$ cat config.mk
export PLATFORM = sky130hd
export DESIGN_NAME = branch_predictor_top
export DESIGN_NICKNAME = d
export VERILOG_FILES = /design/src/verilog/predictor_pkg.sv /design/src/verilog/probabilistic_saturating_counter.sv /design/src/verilog/request_queue.sv /design/src/verilog/history_index_stage.sv /design/src/verilog/counter_table_stage.sv /design/src/verilog/response_issue_stage.sv /design/src/verilog/branch_predictor_top.sv
export VERILOG_INCLUDE_DIRS = /design/src /design/src/verilog
export SDC_FILE = /design/constraint.sdc
export NUM_CORES = 1
export LEC_CHECK = 0
export ABC_AREA = 1
export BUFFER_PORTS_ARGS = -buffer_cell sky130_fd_sc_hd__buf_4
export CORE_MARGIN = 8
export CORE_UTILIZATION = 40
export CTS_CLUSTER_DIAMETER = 200
export DETAILED_ROUTE_END_ITERATION = 16
export PLACE_DENSITY = 0.65
export SLEW_MARGIN = 20
export SYNTH_ARGS = -nofsm -noshare
export SYNTH_HDL_FRONTEND = slang
export SYNTH_SLANG_ARGS = --single-unit
$ cat constraint.sdc
create_clock -name clock -period 2.4 [get_ports clock]
set_input_delay 0.12 -clock clock [delete_from_list [all_inputs] [get_ports clock]]
set_output_delay 0.12 -clock clock [all_outputs]
set_load 0.1 [all_outputs]
$ cat src/verilog/predictor_config.svh
`ifndef PREDICTOR_CONFIG_SVH
`define PREDICTOR_CONFIG_SVH

// Pattern table of 2**PRED_INDEX_BITS counters
`define PRED_INDEX_BITS            4
// Global history length in resolved branches
`define PRED_HISTORY_BITS          4

// Counter runs from 0 to RANGE-1 and starts weakly not taken
`define PRED_COUNTER_RANGE         4
`define PRED_COUNTER_RESET         1

// Random byte per request, steps into the end values need random < threshold
`define PRED_RANDOM_BITS           8
`define PRED_SATURATION_THRESHOLD  64

`define PRED_PC_BITS               32

// Queue depth equals the client's initial credits
`define PRED_REQUEST_CREDITS       4
`define PRED_RESPONSE_CREDITS      2

`endif

$ cat src/verilog/predictor_pkg.sv
`include "predictor_config.svh"

package predictor_pkg;

  // Request kinds on the client interface
  typedef enum logic {
    LOOKUP  = 1'b0,
    RESOLVE = 1'b1
  } request_kind_t;

  // Raw pattern counter value, upper bit is the prediction
  typedef logic [$clog2(`PRED_COUNTER_RANGE)-1:0] count_t;

  // Pattern table index
  typedef logic [`PRED_INDEX_BITS-1:0] table_index_t;

endpackage

$ cat src/verilog/probabilistic_saturating_counter.sv
`timescale 1ns/1ps

module probabilistic_saturating_counter #(
  parameter int RANGE       = 4,
  parameter int RESET_VALUE = 0,
  parameter int RANDOM_BITS = 8,
  parameter int THRESHOLD   = 64
) (
  input  logic                       clock,
  input  logic                       resetn,
  input  logic                       increment,
  input  logic                       decrement,
  input  logic [RANDOM_BITS-1:0]     random_number,
  output logic [$clog2(RANGE)-1:0]   count
);

  localparam int COUNT_BITS = $clog2(RANGE);
  localparam logic [COUNT_BITS-1:0] COUNT_MAX = COUNT_BITS'(RANGE - 1);

  logic at_min;
  logic at_max;
  logic below_max;
  logic above_min;
  logic saturate_ok;

  assign at_min    = count == '0;
  assign at_max    = count == COUNT_MAX;
  // One step away from an end value
  assign below_max = count == COUNT_MAX - 1'b1;
  assign above_min = count == COUNT_BITS'(1);

  // Random gate for steps into the end values
  assign saturate_ok = random_number < THRESHOLD;

  always_ff @(posedge clock or negedge resetn) begin
    if (!resetn) begin
      count <= COUNT_BITS'(RESET_VALUE);
    end else if (increment) begin
      // Increment wins over a simultaneous decrement
      if (!at_max && (!below_max || saturate_ok)) begin
        count <= count + 1'b1;
      end
    end else if (decrement) begin
      if (!at_min && (!above_min || saturate_ok)) begin
        count <= count - 1'b1;
      end
    end
  end

endmodule

$ cat src/verilog/request_queue.sv
`timescale 1ns/1ps
`include "predictor_config.svh"

module request_queue (
  input  logic                              clock,
  input  logic                              resetn,
  input  logic                              in_valid,
  input  predictor_pkg::request_kind_t      in_kind,
  input  logic [`PRED_PC_BITS-1:0]          in_pc,
  input  logic                              in_taken,
  input  logic [`PRED_RANDOM_BITS-1:0]      in_random,
  output logic                              credit,
  output logic                              out_valid,
  output predictor_pkg::request_kind_t      out_kind,
  output logic [`PRED_PC_BITS-1:0]          out_pc,
  output logic                              out_taken,
  output logic [`PRED_RANDOM_BITS-1:0]      out_random,
  input  logic                              out_ready
);

  localparam int DEPTH      = `PRED_REQUEST_CREDITS;
  localparam int PTR_BITS   = $clog2(DEPTH);
  localparam int COUNT_BITS = $clog2(DEPTH + 1);

  // Entry storage
  predictor_pkg::request_kind_t      kind_mem   [DEPTH];
  logic [`PRED_PC_BITS-1:0]          pc_mem     [DEPTH];
  logic                              taken_mem  [DEPTH];
  logic [`PRED_RANDOM_BITS-1:0]      random_mem [DEPTH];

  logic [PTR_BITS-1:0]   wr_ptr;
  logic [PTR_BITS-1:0]   rd_ptr;
  logic [COUNT_BITS-1:0] fill;
  logic                  pop;

  // Client credits guarantee room, so every valid request is written
  assign out_valid = fill != '0;
  assign pop       = out_valid && out_ready;

  // Head entry straight from storage
  assign out_kind   = kind_mem[rd_ptr];
  assign out_pc     = pc_mem[rd_ptr];
  assign out_taken  = taken_mem[rd_ptr];
  assign out_random = random_mem[rd_ptr];

  always_ff @(posedge clock) begin
    if (in_valid) begin
      kind_mem[wr_ptr]   <= in_kind;
      pc_mem[wr_ptr]     <= in_pc;
      taken_mem[wr_ptr]  <= in_taken;
      random_mem[wr_ptr] <= in_random;
    end
  end

  always_ff @(posedge clock or negedge resetn) begin
    if (!resetn) begin
      wr_ptr <= '0;
      rd_ptr <= '0;
      fill   <= '0;
      credit <= 1'b0;
    end else begin
      // Pointers wrap at the last entry
      if (in_valid) begin
        wr_ptr <= (wr_ptr == PTR_BITS'(DEPTH - 1)) ? '0 : wr_ptr + 1'b1;
      end
      if (pop) begin
        rd_ptr <= (rd_ptr == PTR_BITS'(DEPTH - 1)) ? '0 : rd_ptr + 1'b1;
      end
      fill   <= fill + COUNT_BITS'(in_valid) - COUNT_BITS'(pop);
      // One credit back to the client per released entry
      credit <= pop;
    end
  end

endmodule

$ cat src/verilog/history_index_stage.sv
`timescale 1ns/1ps
`include "predictor_config.svh"

module history_index_stage (
  input  logic                              clock,
  input  logic                              resetn,
  input  logic                              in_valid,
  input  predictor_pkg::request_kind_t      in_kind,
  input  logic [`PRED_PC_BITS-1:0]          in_pc,
  input  logic                              in_taken,
  input  logic [`PRED_RANDOM_BITS-1:0]      in_random,
  output logic                              in_ready,
  output logic                              out_valid,
  output predictor_pkg::request_kind_t      out_kind,
  output predictor_pkg::table_index_t       out_index,
  output logic                              out_taken,
  output logic [`PRED_RANDOM_BITS-1:0]      out_random,
  input  logic                              out_ready
);

  logic [`PRED_HISTORY_BITS-1:0] history;
  predictor_pkg::table_index_t   index;
  logic                          transfer;

  // Stage register frees up when empty or when its item moves on
  assign in_ready = !out_valid || out_ready;
  assign transfer = in_valid && in_ready;

  // Word-aligned address bits folded with the global history
  assign index = in_pc[`PRED_INDEX_BITS+1:2] ^ predictor_pkg::table_index_t'(history);

  always_ff @(posedge clock or negedge resetn) begin
    if (!resetn) begin
      out_valid <= 1'b0;
      history   <= '0;
    end else begin
      if (in_ready) begin
        out_valid <= in_valid;
      end
      // Resolves update history in request order
      if (transfer && in_kind == predictor_pkg::RESOLVE) begin
        history <= {history[`PRED_HISTORY_BITS-2:0], in_taken};
      end
    end
  end

  // Index travels on, the address stops here
  always_ff @(posedge clock) begin
    if (transfer) begin
      out_kind   <= in_kind;
      out_index  <= index;
      out_taken  <= in_taken;
      out_random <= in_random;
    end
  end

endmodule

$ cat src/verilog/counter_table_stage.sv
`timescale 1ns/1ps
`include "predictor_config.svh"

module counter_table_stage (
  input  logic                              clock,
  input  logic                              resetn,
  input  logic                              in_valid,
  input  predictor_pkg::request_kind_t      in_kind,
  input  predictor_pkg::table_index_t       in_index,
  input  logic                              in_taken,
  input  logic [`PRED_RANDOM_BITS-1:0]      in_random,
  output logic                              in_ready,
  output logic                              out_valid,
  output predictor_pkg::count_t             out_count,
  input  logic                              out_ready
);

  localparam int TABLE_SIZE = 1 << `PRED_INDEX_BITS;

  predictor_pkg::count_t counts    [TABLE_SIZE];
  logic [TABLE_SIZE-1:0] increment;
  logic [TABLE_SIZE-1:0] decrement;
  logic                  transfer;
  logic                  train;
  logic                  lookup;

  assign in_ready = !out_valid || out_ready;
  assign transfer = in_valid && in_ready;
  assign train    = transfer && in_kind == predictor_pkg::RESOLVE;
  assign lookup   = in_valid && in_kind == predictor_pkg::LOOKUP;

  // Pattern counters, all gated by the same request's random byte
  for (genvar i = 0; i < TABLE_SIZE; i++) begin : g_counter
    // Decode the resolve index to one counter
    assign increment[i] = train && in_taken && in_index == predictor_pkg::table_index_t'(i);
    assign decrement[i] = train && !in_taken && in_index == predictor_pkg::table_index_t'(i);

    probabilistic_saturating_counter #(
      .RANGE       (`PRED_COUNTER_RANGE),
      .RESET_VALUE (`PRED_COUNTER_RESET),
      .RANDOM_BITS (`PRED_RANDOM_BITS),
      .THRESHOLD   (`PRED_SATURATION_THRESHOLD)
    ) u_counter (
      .clock         (clock),
      .resetn        (resetn),
      .increment     (increment[i]),
      .decrement     (decrement[i]),
      .random_number (in_random),
      .count         (counts[i])
    );
  end

  // Only lookups become output items, resolves end here
  always_ff @(posedge clock or negedge resetn) begin
    if (!resetn) begin
      out_valid <= 1'b0;
    end else if (in_ready) begin
      out_valid <= lookup;
    end
  end

  // Read sees every resolve trained at earlier edges
  always_ff @(posedge clock) begin
    if (transfer && lookup) begin
      out_count <= counts[in_index];
    end
  end

endmodule

$ cat src/verilog/response_issue_stage.sv
`timescale 1ns/1ps
`include "predictor_config.svh"

module response_issue_stage (
  input  logic                    clock,
  input  logic                    resetn,
  input  logic                    in_valid,
  input  predictor_pkg::count_t   in_count,
  output logic                    in_ready,
  output logic                    resp_valid,
  output logic                    resp_taken,
  output predictor_pkg::count_t   resp_count,
  input  logic                    resp_credit
);

  localparam int CREDIT_BITS = $clog2(`PRED_RESPONSE_CREDITS + 1);

  logic [CREDIT_BITS-1:0] credits;
  logic                   issue;

  // Without a credit the lookup waits upstream and the pipe stalls
  assign in_ready = credits != '0;
  assign issue    = in_valid && in_ready;

  // Prediction is the counter's upper half
  assign resp_taken = resp_count[$bits(predictor_pkg::count_t)-1];

  always_ff @(posedge clock or negedge resetn) begin
    if (!resetn) begin
      resp_valid <= 1'b0;
      credits    <= CREDIT_BITS'(`PRED_RESPONSE_CREDITS);
    end else begin
      // One cycle pulse per response
      resp_valid <= issue;
      // Return and spend may land in the same cycle
      credits    <= credits + CREDIT_BITS'(resp_credit) - CREDIT_BITS'(issue);
    end
  end

  always_ff @(posedge clock) begin
    if (issue) begin
      resp_count <= in_count;
    end
  end

endmodule

$ cat src/verilog/branch_predictor_top.sv
`timescale 1ns/1ps
`include "predictor_config.svh"

module branch_predictor_top (
  input  logic                              clock,
  input  logic                              resetn,
  // Client requests
  input  logic                              req_valid,
  input  predictor_pkg::request_kind_t      req_kind,
  input  logic [`PRED_PC_BITS-1:0]          req_pc,
  input  logic                              req_taken,
  input  logic [`PRED_RANDOM_BITS-1:0]      req_random,
  output logic                              req_credit,
  // Lookup responses
  output logic                              resp_valid,
  output logic                              resp_taken,
  output predictor_pkg::count_t             resp_count,
  input  logic                              resp_credit
);

  // Queue to history
  logic                              queue_valid;
  logic                              queue_ready;
  predictor_pkg::request_kind_t      queue_kind;
  logic [`PRED_PC_BITS-1:0]          queue_pc;
  logic                              queue_taken;
  logic [`PRED_RANDOM_BITS-1:0]      queue_random;

  // History to table
  logic                              hist_valid;
  logic                              hist_ready;
  predictor_pkg::request_kind_t      hist_kind;
  predictor_pkg::table_index_t       hist_index;
  logic                              hist_taken;
  logic [`PRED_RANDOM_BITS-1:0]      hist_random;

  // Table to response
  logic                              table_valid;
  logic                              table_ready;
  predictor_pkg::count_t             table_count;

  request_queue u_request_queue (
    .clock      (clock),
    .resetn     (resetn),
    .in_valid   (req_valid),
    .in_kind    (req_kind),
    .in_pc      (req_pc),
    .in_taken   (req_taken),
    .in_random  (req_random),
    .credit     (req_credit),
    .out_valid  (queue_valid),
    .out_kind   (queue_kind),
    .out_pc     (queue_pc),
    .out_taken  (queue_taken),
    .out_random (queue_random),
    .out_ready  (queue_ready)
  );

  history_index_stage u_history_index_stage (
    .clock      (clock),
    .resetn     (resetn),
    .in_valid   (queue_valid),
    .in_kind    (queue_kind),
    .in_pc      (queue_pc),
    .in_taken   (queue_taken),
    .in_random  (queue_random),
    .in_ready   (queue_ready),
    .out_valid  (hist_valid),
    .out_kind   (hist_kind),
    .out_index  (hist_index),
    .out_taken  (hist_taken),
    .out_random (hist_random),
    .out_ready  (hist_ready)
  );

  counter_table_stage u_counter_table_stage (
    .clock     (clock),
    .resetn    (resetn),
    .in_valid  (hist_valid),
    .in_kind   (hist_kind),
    .in_index  (hist_index),
    .in_taken  (hist_taken),
    .in_random (hist_random),
    .in_ready  (hist_ready),
    .out_valid (table_valid),
    .out_count (table_count),
    .out_ready (table_ready)
  );

  response_issue_stage u_response_issue_stage (
    .clock       (clock),
    .resetn      (resetn),
    .in_valid    (table_valid),
    .in_count    (table_count),
    .in_ready    (table_ready),
    .resp_valid  (resp_valid),
    .resp_taken  (resp_taken),
    .resp_count  (resp_count),
    .resp_credit (resp_credit)
  );

endmodule

==> results.toml, run 1 <==
[power]
p_seq_share_pct = 33.8
p_comb_share_pct = 50.1
intPower_mw = 4.81
total_power_mw = 8.99
leakage_nw = 3.13
clkPwrFrac_pct = 16.2
max-vdd-ir-drop_v = 0.000714
swShare_pct = 46.6
p_switching_mw = 4.19
power.density_mw_per_mm2 = 1360

[routing]
drt_first_iter_violations = 180
ant_nets = 0
post_drt_wl_per_cell_um = 13.2
routed_wl_mm = 11.7
post_drt_via_cell_ratio = 4.88
drcViolationCount = 0
first_pass_iters = 4
num_vias = 4331

[yosys]
yosysTopAreaCell = "edfxtp_1"
synth_async_sr_flop_share_pct = 52.7
ys.flop_type = "edfxtp_1"
yosys_warnings = 0
seq_area_frac_synth_pct = 43.5
synth_mux_area_share_pct = 0
synth_top_area_share_pct = 22.4
yosysUniqueCellTypes = 37
syn-cell-area_mm2 = 0.00591
synth-seq-cells = 93
synth_compound_area_share_pct = 7.90
synth_edf_count = 44
synthAdderAreaFrac_pct = 15.8
yosysMostFrequentCell = "nand2_1"
synth-simple-area-share_pct = 21.9
syn_avg_cell_area_um2 = 8.83
yosys-top-cells-area = "edfxtp_1 22%, ha_1 15%, dfrtp_1 14%"
synth_common_cells = "167 x nand2_1, 88 x inv_1, 73 x ha_1"
synth_nets = 789
synth_top_family_by_area = "simple AND/OR/NAND/NOR gates"
synthXorXnorAreaFrac_pct = 2.97
syn_inst = 669

[run_status]
status = "finished, final reports clean"

[global_routing]
track_usage_pct = 13.3
antenna_found_initial = 0
overflow = 0
grt_max_degree = 50
grt_pass1_vias = 4313
grt_first_pass_wirelength_mm = 19.8

[clocking]
h-tree-depth = 3
cts_resized = 0
cts_buffer_depth = 2
clkLatencyLatePin_ns = 0.35
cts_num_sinks = 93
cts_buffers = 9
cts_root_buf = "clkbuf_16"
cts_tree = "done"
clk_pin_slew_ns = 0.07

[setup_path]
cp_data_required_time_ns = 2.64
end_kind = "register"
r2r_end = "u_request_queue.fill[2]"
cp_cell_sequence = "inv_2, nand4_1, nand2_1, inv_2, ha_1, inv_1, ha_1, inv_1, fa_1, xnor2_1"
cp-endpoint = "u_request_queue.fill[2]"
crit_start = "u_response_issue_stage.credits[1]"
crit_type = "reg2reg"
cp_max_fo = 3
slowest_stage = "dfstp_2"
cp_slowest_stage_delay_ns = 0.54
reg2reg_slack_ns = 0.45
r2r.worst_path.cells = 10
crit_arrival_ns = 2.19
start_kind = "register"
reg2reg_from = "u_response_issue_stage.credits[1]"

[layout]
stdcell_count = 887
area_delta_synth_final_pct = 11.8
insertedDiodeCount = 0
final_cell_area_mm2 = 0.00661
nets = 818
drive_above_1_share_pct = 12.9

[place]
place_congestion = 0.824
io_buffers = 16
place_area_mm2 = 0.00620
post-dp-hpwl_mm = 8.26
place_inst = 861

[floorplan]
die-area_mm2 = 0.0189
ios = 51
rows = 44
start_util_pct = 40.8
fp.dieH_um = 138
die_w_um = 138
core_mm2 = 0.0145

[sta]
fmax_ghz = 0.512
period_share_pct = 81.3
slew_viol_final = 0
rsz0062_at_grt = "no"
finalSetupTns_ns = 0
relSlewSlack_pct = 53.1
worst_pin_slew_ns = 0.700
setup_viol = 0
min_period_ns = 1.95
hold_viol = 0
clock_skew_ns = 0.00795

[min_path]
min_path_type = "in2reg"

[flow_run]
maxCapViolCount = 0
## placed cells by master, fill, tap and decap left out, types with 14 or more instances in the layout
cell | Yosys | layout
xor2_1 | 14 | 14
dfrtp_1 | 32 | 32
o21ai_0 | 37 | 37
nor2_1 | 51 | 51
nand2_1 | 167 | 167
ha_1 | 73 | 73
nand3_1 | 22 | 22
o22ai_1 | 19 | 19
inv_1 | 88 | 88
buf_4 | 5 | 20
edfxtp_1 | 44 | 44
dfstp_2 | 17 | 17
## registers in the layout, summed over array words and instances (netlist names), 2 cells and up
signal and cells:
u_history_index_stage.out_index 4, u_history_index_stage.out_random 2, u_request_queue.kind_mem 4, u_request_queue.fill 3, u_request_queue.rd_ptr 2, u_response_issue_stage.resp_count 2, u_request_queue.random_mem 8, u_request_queue.pc_mem 16
u_history_index_stage.history 4, u_counter_table_stage.g_counter.u_counter.count 32, u_response_issue_stage.credits 2, u_request_queue.taken_mem 4, u_request_queue.wr_ptr 2, u_counter_table_stage.out_count 2
## worst max-delay path: cells and delay by family, from the launching register on
kind | cells | cell delay [ns]
xor+xnor | 1 | 0.13
fa+ha+maj | 3 | 0.74
buf+inv | 4 | 0.21
flops | 1 | 0.54
simple gates | 2 | 0.21
## power groups by stage
stage	clock (mW)	combinational (mW)	sequential, mW
after CTS	1.50	4.53	3.03
after global routing	1.55	5.13	3.12
after global placement	0	4.30	3.03
after floorplan	0	3.36	3.13
after detailed placement	0	4.50	3.06
final	1.46	4.50	3.03
## per-layer routing
layer	part of all wire, %	track usage [%]	routed length, um
met1	44	14.5	5150
met4	2.0	5.79	237
met2	51	24.2	6010
met5	0	0	0
met3	2.6	2.84	306
## layout make-up
cell class / count / area [um2]
fill: 1348 / 7870
multi-input combinational: 462 / 2870
sequential: 93 / 2570
inverter: 102 / 387
timing repair buffer: 30 / 250
tap: 184 / 230
clock buffer: 9 / 225
clock inverter: 7 / 78.8
## what timing repair did
| action | in CTS | in global routing |
|---|---|---|
| hold buffers | 10 | 0 |
| setup buffers | 0 | 0 |
| hold endpoints to repair | 65 | 0 |
| endpoints found under the setup margin | 0 | 0 |
## how the worst min path moves through the flow
stage | startpoint | to | slack [ns] | cells after the start
after detailed placement | resetn | async pin | 0.20 | 1
after global placement | resetn | async pin | 0.20 | 1
after CTS | req_valid | u_request_queue.wr_ptr[0] | 0.002 | 2
after global routing | req_valid | u_request_queue.wr_ptr[0] | 0.02 | 2
final | req_valid | u_request_queue.wr_ptr[0] | 0.02 | 2
after floorplan | resetn | async pin | -0.18 | 0
## through the flow
stage	util [%]	hold slack, ns	setup slack [ns]
2_1_floorplan	-	-0.176	0.342
3_3_place_gp	42.8	0.199	0.467
3_5_place_dp	42.8	0.203	0.465
4_1_cts	45.6	0.00224	0.440
5_1_grt	45.6	0.0196	0.311
6_report	45.6	0.0168	0.448
## cells by family after synthesis
| kind of cell | count (synthesis) |
|---|---|
| AOI/OAI and AO/OA | 83 |
| xor gates and xnor gates | 20 |
| adders and majority gates | 74 |
| buffers and inverters | 114 |
| DFF | 93 |
| and+or+nand+nor | 285 |
(Power assumes the default switching activity.)
==> inputs of run 2 (changes only) <==
- clock period: 2.4 -> 1.8 ns (I/O delays scaled with it)
==> results.toml, run 2 (synthesis results as in run 1) <==
[run_status]
status = "complete, but fails checks"
failed_checks = "negative setup slack"

[setup_path]
cp_cell_sequence = "inv_2, nand4_1, nand2_2, clkinv_4, ha_4, inv_4, ha_4, inv_2, fa_2, inv_2"
cp_slowest_stage_delay_ns = 0.54
cp_top_family = "adder cells"
end_kind = "register"
r2r_end = "u_request_queue.fill[1]"
slowest_stage = "dfstp_2"
start_kind = "register"
reg2reg_from = "u_response_issue_stage.credits[1]"
critPathBufInv = 5
crit_arrival_ns = 2.11
cp_data_required_time_ns = 2.05
cp_max_fo = 2
crit_path_frequent_cell = "inv_2"
crit_type = "reg2reg"
r2r.worst_path.cells = 10
reg2reg_slack_ns = -0.06

[flow_run]
maxCapViolCount = 0

[sta]
hold_viol = 0
fmax_ghz = 0.538
clock_skew_ns = 0.00460
relSlewSlack_pct = 55.2
worst_pin_slew_ns = 0.671
setup_viol = 1
min_period_ns = 1.86
finalSetupTns_ns = -0.0596
setup_ws_ns = -0.0596
slew_viol_final = 0
rsz0062_at_grt = "yes"
period_share_pct = 103

[routing]
drt_first_iter_violations = 175
post_drt_via_cell_ratio = 4.90
routed_wl_mm = 12.1
num_vias = 4453
post_drt_wl_per_cell_um = 13.3
ant_nets = 0
drcViolationCount = 0
first_pass_iters = 5

[global_routing]
overflow = 0
antenna_found_initial = 0
track_usage_pct = 13.6
grt_max_degree = 50
grt_first_pass_wirelength_mm = 20.5
grt_pass1_vias = 4412

[layout]
fin_util_pct = 47.1
final_common_cell = "nand2_1"
multiInputGateArea_mm2 = 0.00290
final_cell_area_mm2 = 0.00682
largestRegisters = "u_counter_table_stage.g_counter.u_counter.count: 32 flops, u_request_queue.pc_mem: 16 flops, u_request_queue.random_mem: 8 flops"
drive_above_1_share_pct = 16.6
largest_register = "u_counter_table_stage.g_counter.u_counter.count"
register_area_mm2 = 0.00257
area_delta_synth_final_pct = 15.5
nFillCells = 1339
layout_common_cells = "166 x nand2_1, 85 x inv_1, 71 x ha_1, 51 x nor2_1, 44 x edfxtp_1"
insertedDiodeCount = 0
largest_reg_flops = 32
nets = 840

[power]
power.density_mw_per_mm2 = 1830
leakage_nw = 3.23
max-vdd-ir-drop_v = 0.000822
total_power_mw = 12.5

[min_path]
min_from = "req_valid"
min_path_type = "in2reg"
min_to = "u_request_queue.wr_ptr[1]"
hold-path-cell-count = 2

[clocking]
clk_pin_slew_ns = 0.07
cts_buffer_depth = 2
h-tree-depth = 3
cts_num_sinks = 93
cts_tree = "done"
clkLatencyLatePin_ns = 0.35
cts_root_buf = "clkbuf_16"
cts_buffers = 9

[floorplan]
fp.dieH_um = 138
rows = 44
die-area_mm2 = 0.0189
die_w_um = 138
core_mm2 = 0.0145
ios = 51
start_util_pct = 40.8

[place]
place_congestion = 0.826
place_area_mm2 = 0.00638
io_buffers = 16
post-dp-hpwl_mm = 8.71
[run 2: changes by cell type in the layout (fill, tap and decap cells not counted), moves of 2 or more]
cell	change
clkinv_4	+2
ha_1	-2
buf_4	+20
inv_1	-3
ha_4	+2
[run 2: cell type report]
cell class / instances / area share, %
clock buffers: 9 / 3.30
clock inverters: 7 / 1.03
inverters: 102 / 5.78
multi-input cells: 462 / 42.6
flip-flops and latches: 93 / 37.6
well taps: 184 / 3.37
repair buffers: 52 / 6.31
[run 2: what timing repair did]
item                                    CTS  global route
hold buffers                             11             0
pin swaps                                 3             1
gates cloned                              0             0
buffers inserted                          1             2
endpoints found under the setup margin    2             5
resized for setup                         1             3
hold endpoints to repair                 66             0
[run 2: power by group]
part / total, mW / switching, mW / leakage [nW] / internal [mW]
combinational: 6.61 / 4.20 / 2.10 / 2.41
sequential: 4.04 / 0.735 / 0.986 / 3.31
clock: 1.85 / 0.874 / 0.143 / 0.973
[run 2: worst max path at each step]
stage                                      startpoint                       to  slack (ns)  cells past startpoint
finish              u_response_issue_stage.credits[1]  u_request_queue.fill[1]       -0.06                     10
global route        u_response_issue_stage.credits[1]  u_request_queue.fill[1]       -0.12                     10
CTS                 u_response_issue_stage.credits[1]  u_request_queue.fill[1]       -0.08                     10
detailed placement  u_response_issue_stage.credits[1]  u_request_queue.fill[1]       -0.08                     10
global placement    u_response_issue_stage.credits[1]  u_request_queue.fill[1]       -0.05                     10
floorplan           u_response_issue_stage.credits[1]  u_request_queue.fill[1]       -0.13                     10
[run 2: routing by layer]
metal / GRT usage (%) / part of all wire (%) / wire length (um)
met1: 15.5 / 43 / 5250
met5: 0 / 0 / 0
met3: 3.06 / 3.8 / 465
met4: 5.79 / 1.9 / 230
met2: 24.0 / 51 / 6160
[run 2: worst reg2reg max path, delay by kind of cell (launching register included)]
family / cells / cell delay, ns
buffers and inverters: 5 / 0.20
DFF: 1 / 0.54
adders and majority gates: 3 / 0.83
and+or+nand+nor: 2 / 0.18
[run 2: stage by stage]
step	cells	hold WS, ns	setup slack (ns)
finish	909	0.0251	-0.0596
global route	909	0.0360	-0.116
CTS	907	0.0195	-0.0847
detailed placement	879	0.180	-0.0754
global placement	879	0.164	-0.0533
floorplan	669	-0.206	-0.125
==> inputs of run 3 (changes only) <==
- CORE_ASPECT_RATIO: not set -> 1.5
- SETUP_SLACK_MARGIN: not set -> 0.1
==> results.toml, run 3 (synthesis results as in run 1) <==
[run_status]
status = "complete, but fails checks"
failed_checks = "negative setup slack"

[setup_path]
end_kind = "register"
crit_arrival_ns = 2.12
cp_max_fo = 2
crit_type = "reg2reg"
start_kind = "register"
cp_data_required_time_ns = 2.05

[routing]
post_drt_via_cell_ratio = 4.96
drt_first_iter_violations = 199
routed_wl_mm = 12.8
post_drt_wl_per_cell_um = 13.8
ant_nets = 0
drcViolationCount = 0
first_pass_iters = 4
num_vias = 4594

[sta]
clock_skew_ns = 0.0114
hold_viol = 0
setup_ws_ns = -0.0630
slew_viol_final = 0
fmax_ghz = 0.537
relSlewSlack_pct = 55.3
period_share_pct = 103
min_period_ns = 1.86
finalSetupTns_ns = -0.0630
setup_viol = 1
rsz0062_at_grt = "yes"
worst_pin_slew_ns = 0.671

[power]
leakage_nw = 3.28
power.density_mw_per_mm2 = 1860
max-vdd-ir-drop_v = 0.000913

[layout]
layout_common_cells = "165 x nand2_1, 85 x inv_1, 71 x ha_1, 44 x edfxtp_1, 43 x nor2_1"
insertedDiodeCount = 0
multiInputGateArea_mm2 = 0.00302
register_area_mm2 = 0.00257
area_delta_synth_final_pct = 19.4
largest_register = "u_counter_table_stage.g_counter.u_counter.count"
nets = 846
largestRegisters = "u_counter_table_stage.g_counter.u_counter.count: 32 flops, u_request_queue.pc_mem: 16 flops, u_request_queue.random_mem: 8 flops"
nFillCells = 1318
final_cell_area_mm2 = 0.00705
final_common_cell = "nand2_1"
drive_above_1_share_pct = 18.9
largest_reg_flops = 32

[global_routing]
grt_first_pass_wirelength_mm = 21.3
grt_pass1_vias = 4693
grt_max_degree = 50
antenna_found_initial = 0
track_usage_pct = 14.0
overflow = 0

[clocking]
cts_num_sinks = 93
cts_root_buf = "clkbuf_16"
h-tree-depth = 3
cts_tree = "done"
clk_pin_slew_ns = 0.07
cts_buffers = 9
clkLatencyLatePin_ns = 0.35
cts_buffer_depth = 2

[floorplan]
ios = 51
fp.dieH_um = 165
die_w_um = 115
rows = 54
die-area_mm2 = 0.0190
core_mm2 = 0.0145
start_util_pct = 40.7

[place]
post-dp-hpwl_mm = 8.82
io_buffers = 16
place_congestion = 0.856
place_area_mm2 = 0.00640

[min_path]
min_path_type = "in2reg"

[flow_run]
maxCapViolCount = 0
run 3: changes by cell type in the layout (fill, tap and decap cells not counted), sizes merged:
cell	change
buf	+4
nand3	+1
clkinvlp	+1
nand4	+1
clkinv	-1
run 3: layer usage:
layer	track usage (%)	routed length [um]	up-vias
met4	7.56	418	0
met3	2.38	368	29
met1	14.4	4950	2212
met2	26.2	7050	82
met5	0	0	-
li1	-	-	2271
run 3: power breakdown:
| group | leakage (nW) | total (mW) | internal [mW] | switching (mW) |
|---|---|---|---|---|
| Combinational | 2.16 | 7.11 | 2.66 | 4.45 |
| Sequential | 0.986 | 4.07 | 3.31 | 0.760 |
| Clock | 0.142 | 1.91 | 0.985 | 0.928 |
run 3: layout make-up:
type	instances	share of cell area (%)
multi-input combinational	464	42.9
clock buffer	9	3.19
clock inverter	7	1.12
inverter	102	5.66
sequential	93	36.4
tap	196	3.48
timing repair buffer	56	7.26
run 3: critical path, cell delays in order, from the launching register on:
cell	delay, ns
dfstp_2	0.54
inv_2	0.04
nand4_1	0.09
nand2_2	0.09
clkinv_4	0.06
ha_4	0.19
inv_4	0.05
ha_4	0.12
inv_2	0.03
fa_2	0.52
inv_2	0.03
run 3: stage by stage:
stage | cells | power (mW) | setup WS, ns | hold WS, ns | util, %
after global placement | 890 | 10.2 | -0.0543 | 0.169 | 44.1
after global routing | 927 | 14.2 | -0.130 | 0.0147 | 48.5
after detailed placement | 890 | 10.6 | -0.0903 | 0.180 | 44.1
after floorplan | 669 | 8.75 | -0.125 | -0.206 | -
final | 927 | 13.1 | -0.0630 | 0.00741 | 48.5
after CTS | 919 | 12.6 | -0.0853 | 0.00658 | 47.1
run 3: what timing repair did:
item                                    4_1_cts  5_1_grt
resized for setup                             2       38
buffers inserted                              2        6
gates cloned                                  0        2
pin swaps                                     3       13
hold endpoints to repair                     66        0
hold buffers                                 11        0
endpoints found under the setup margin       24       31
run 3: final timing paths:
check	depth (start not counted)	start	to	slack, ns
max	10	u_response_issue_stage.credits[1]	u_request_queue.fill[1]	-0.06
min	2	req_valid	u_request_queue.wr_ptr[1]	0.007
max reg2reg	10	u_response_issue_stage.credits[1]	u_request_queue.fill[1]	-0.06
min reg2reg	0	u_counter_table_stage.out_count[0]	u_response_issue_stage.resp_count[0]	0.42
max in group asynchronous	2	resetn	u_request_queue.rd_ptr[1]	1.03
min in group asynchronous	2	resetn	async pin	0.32
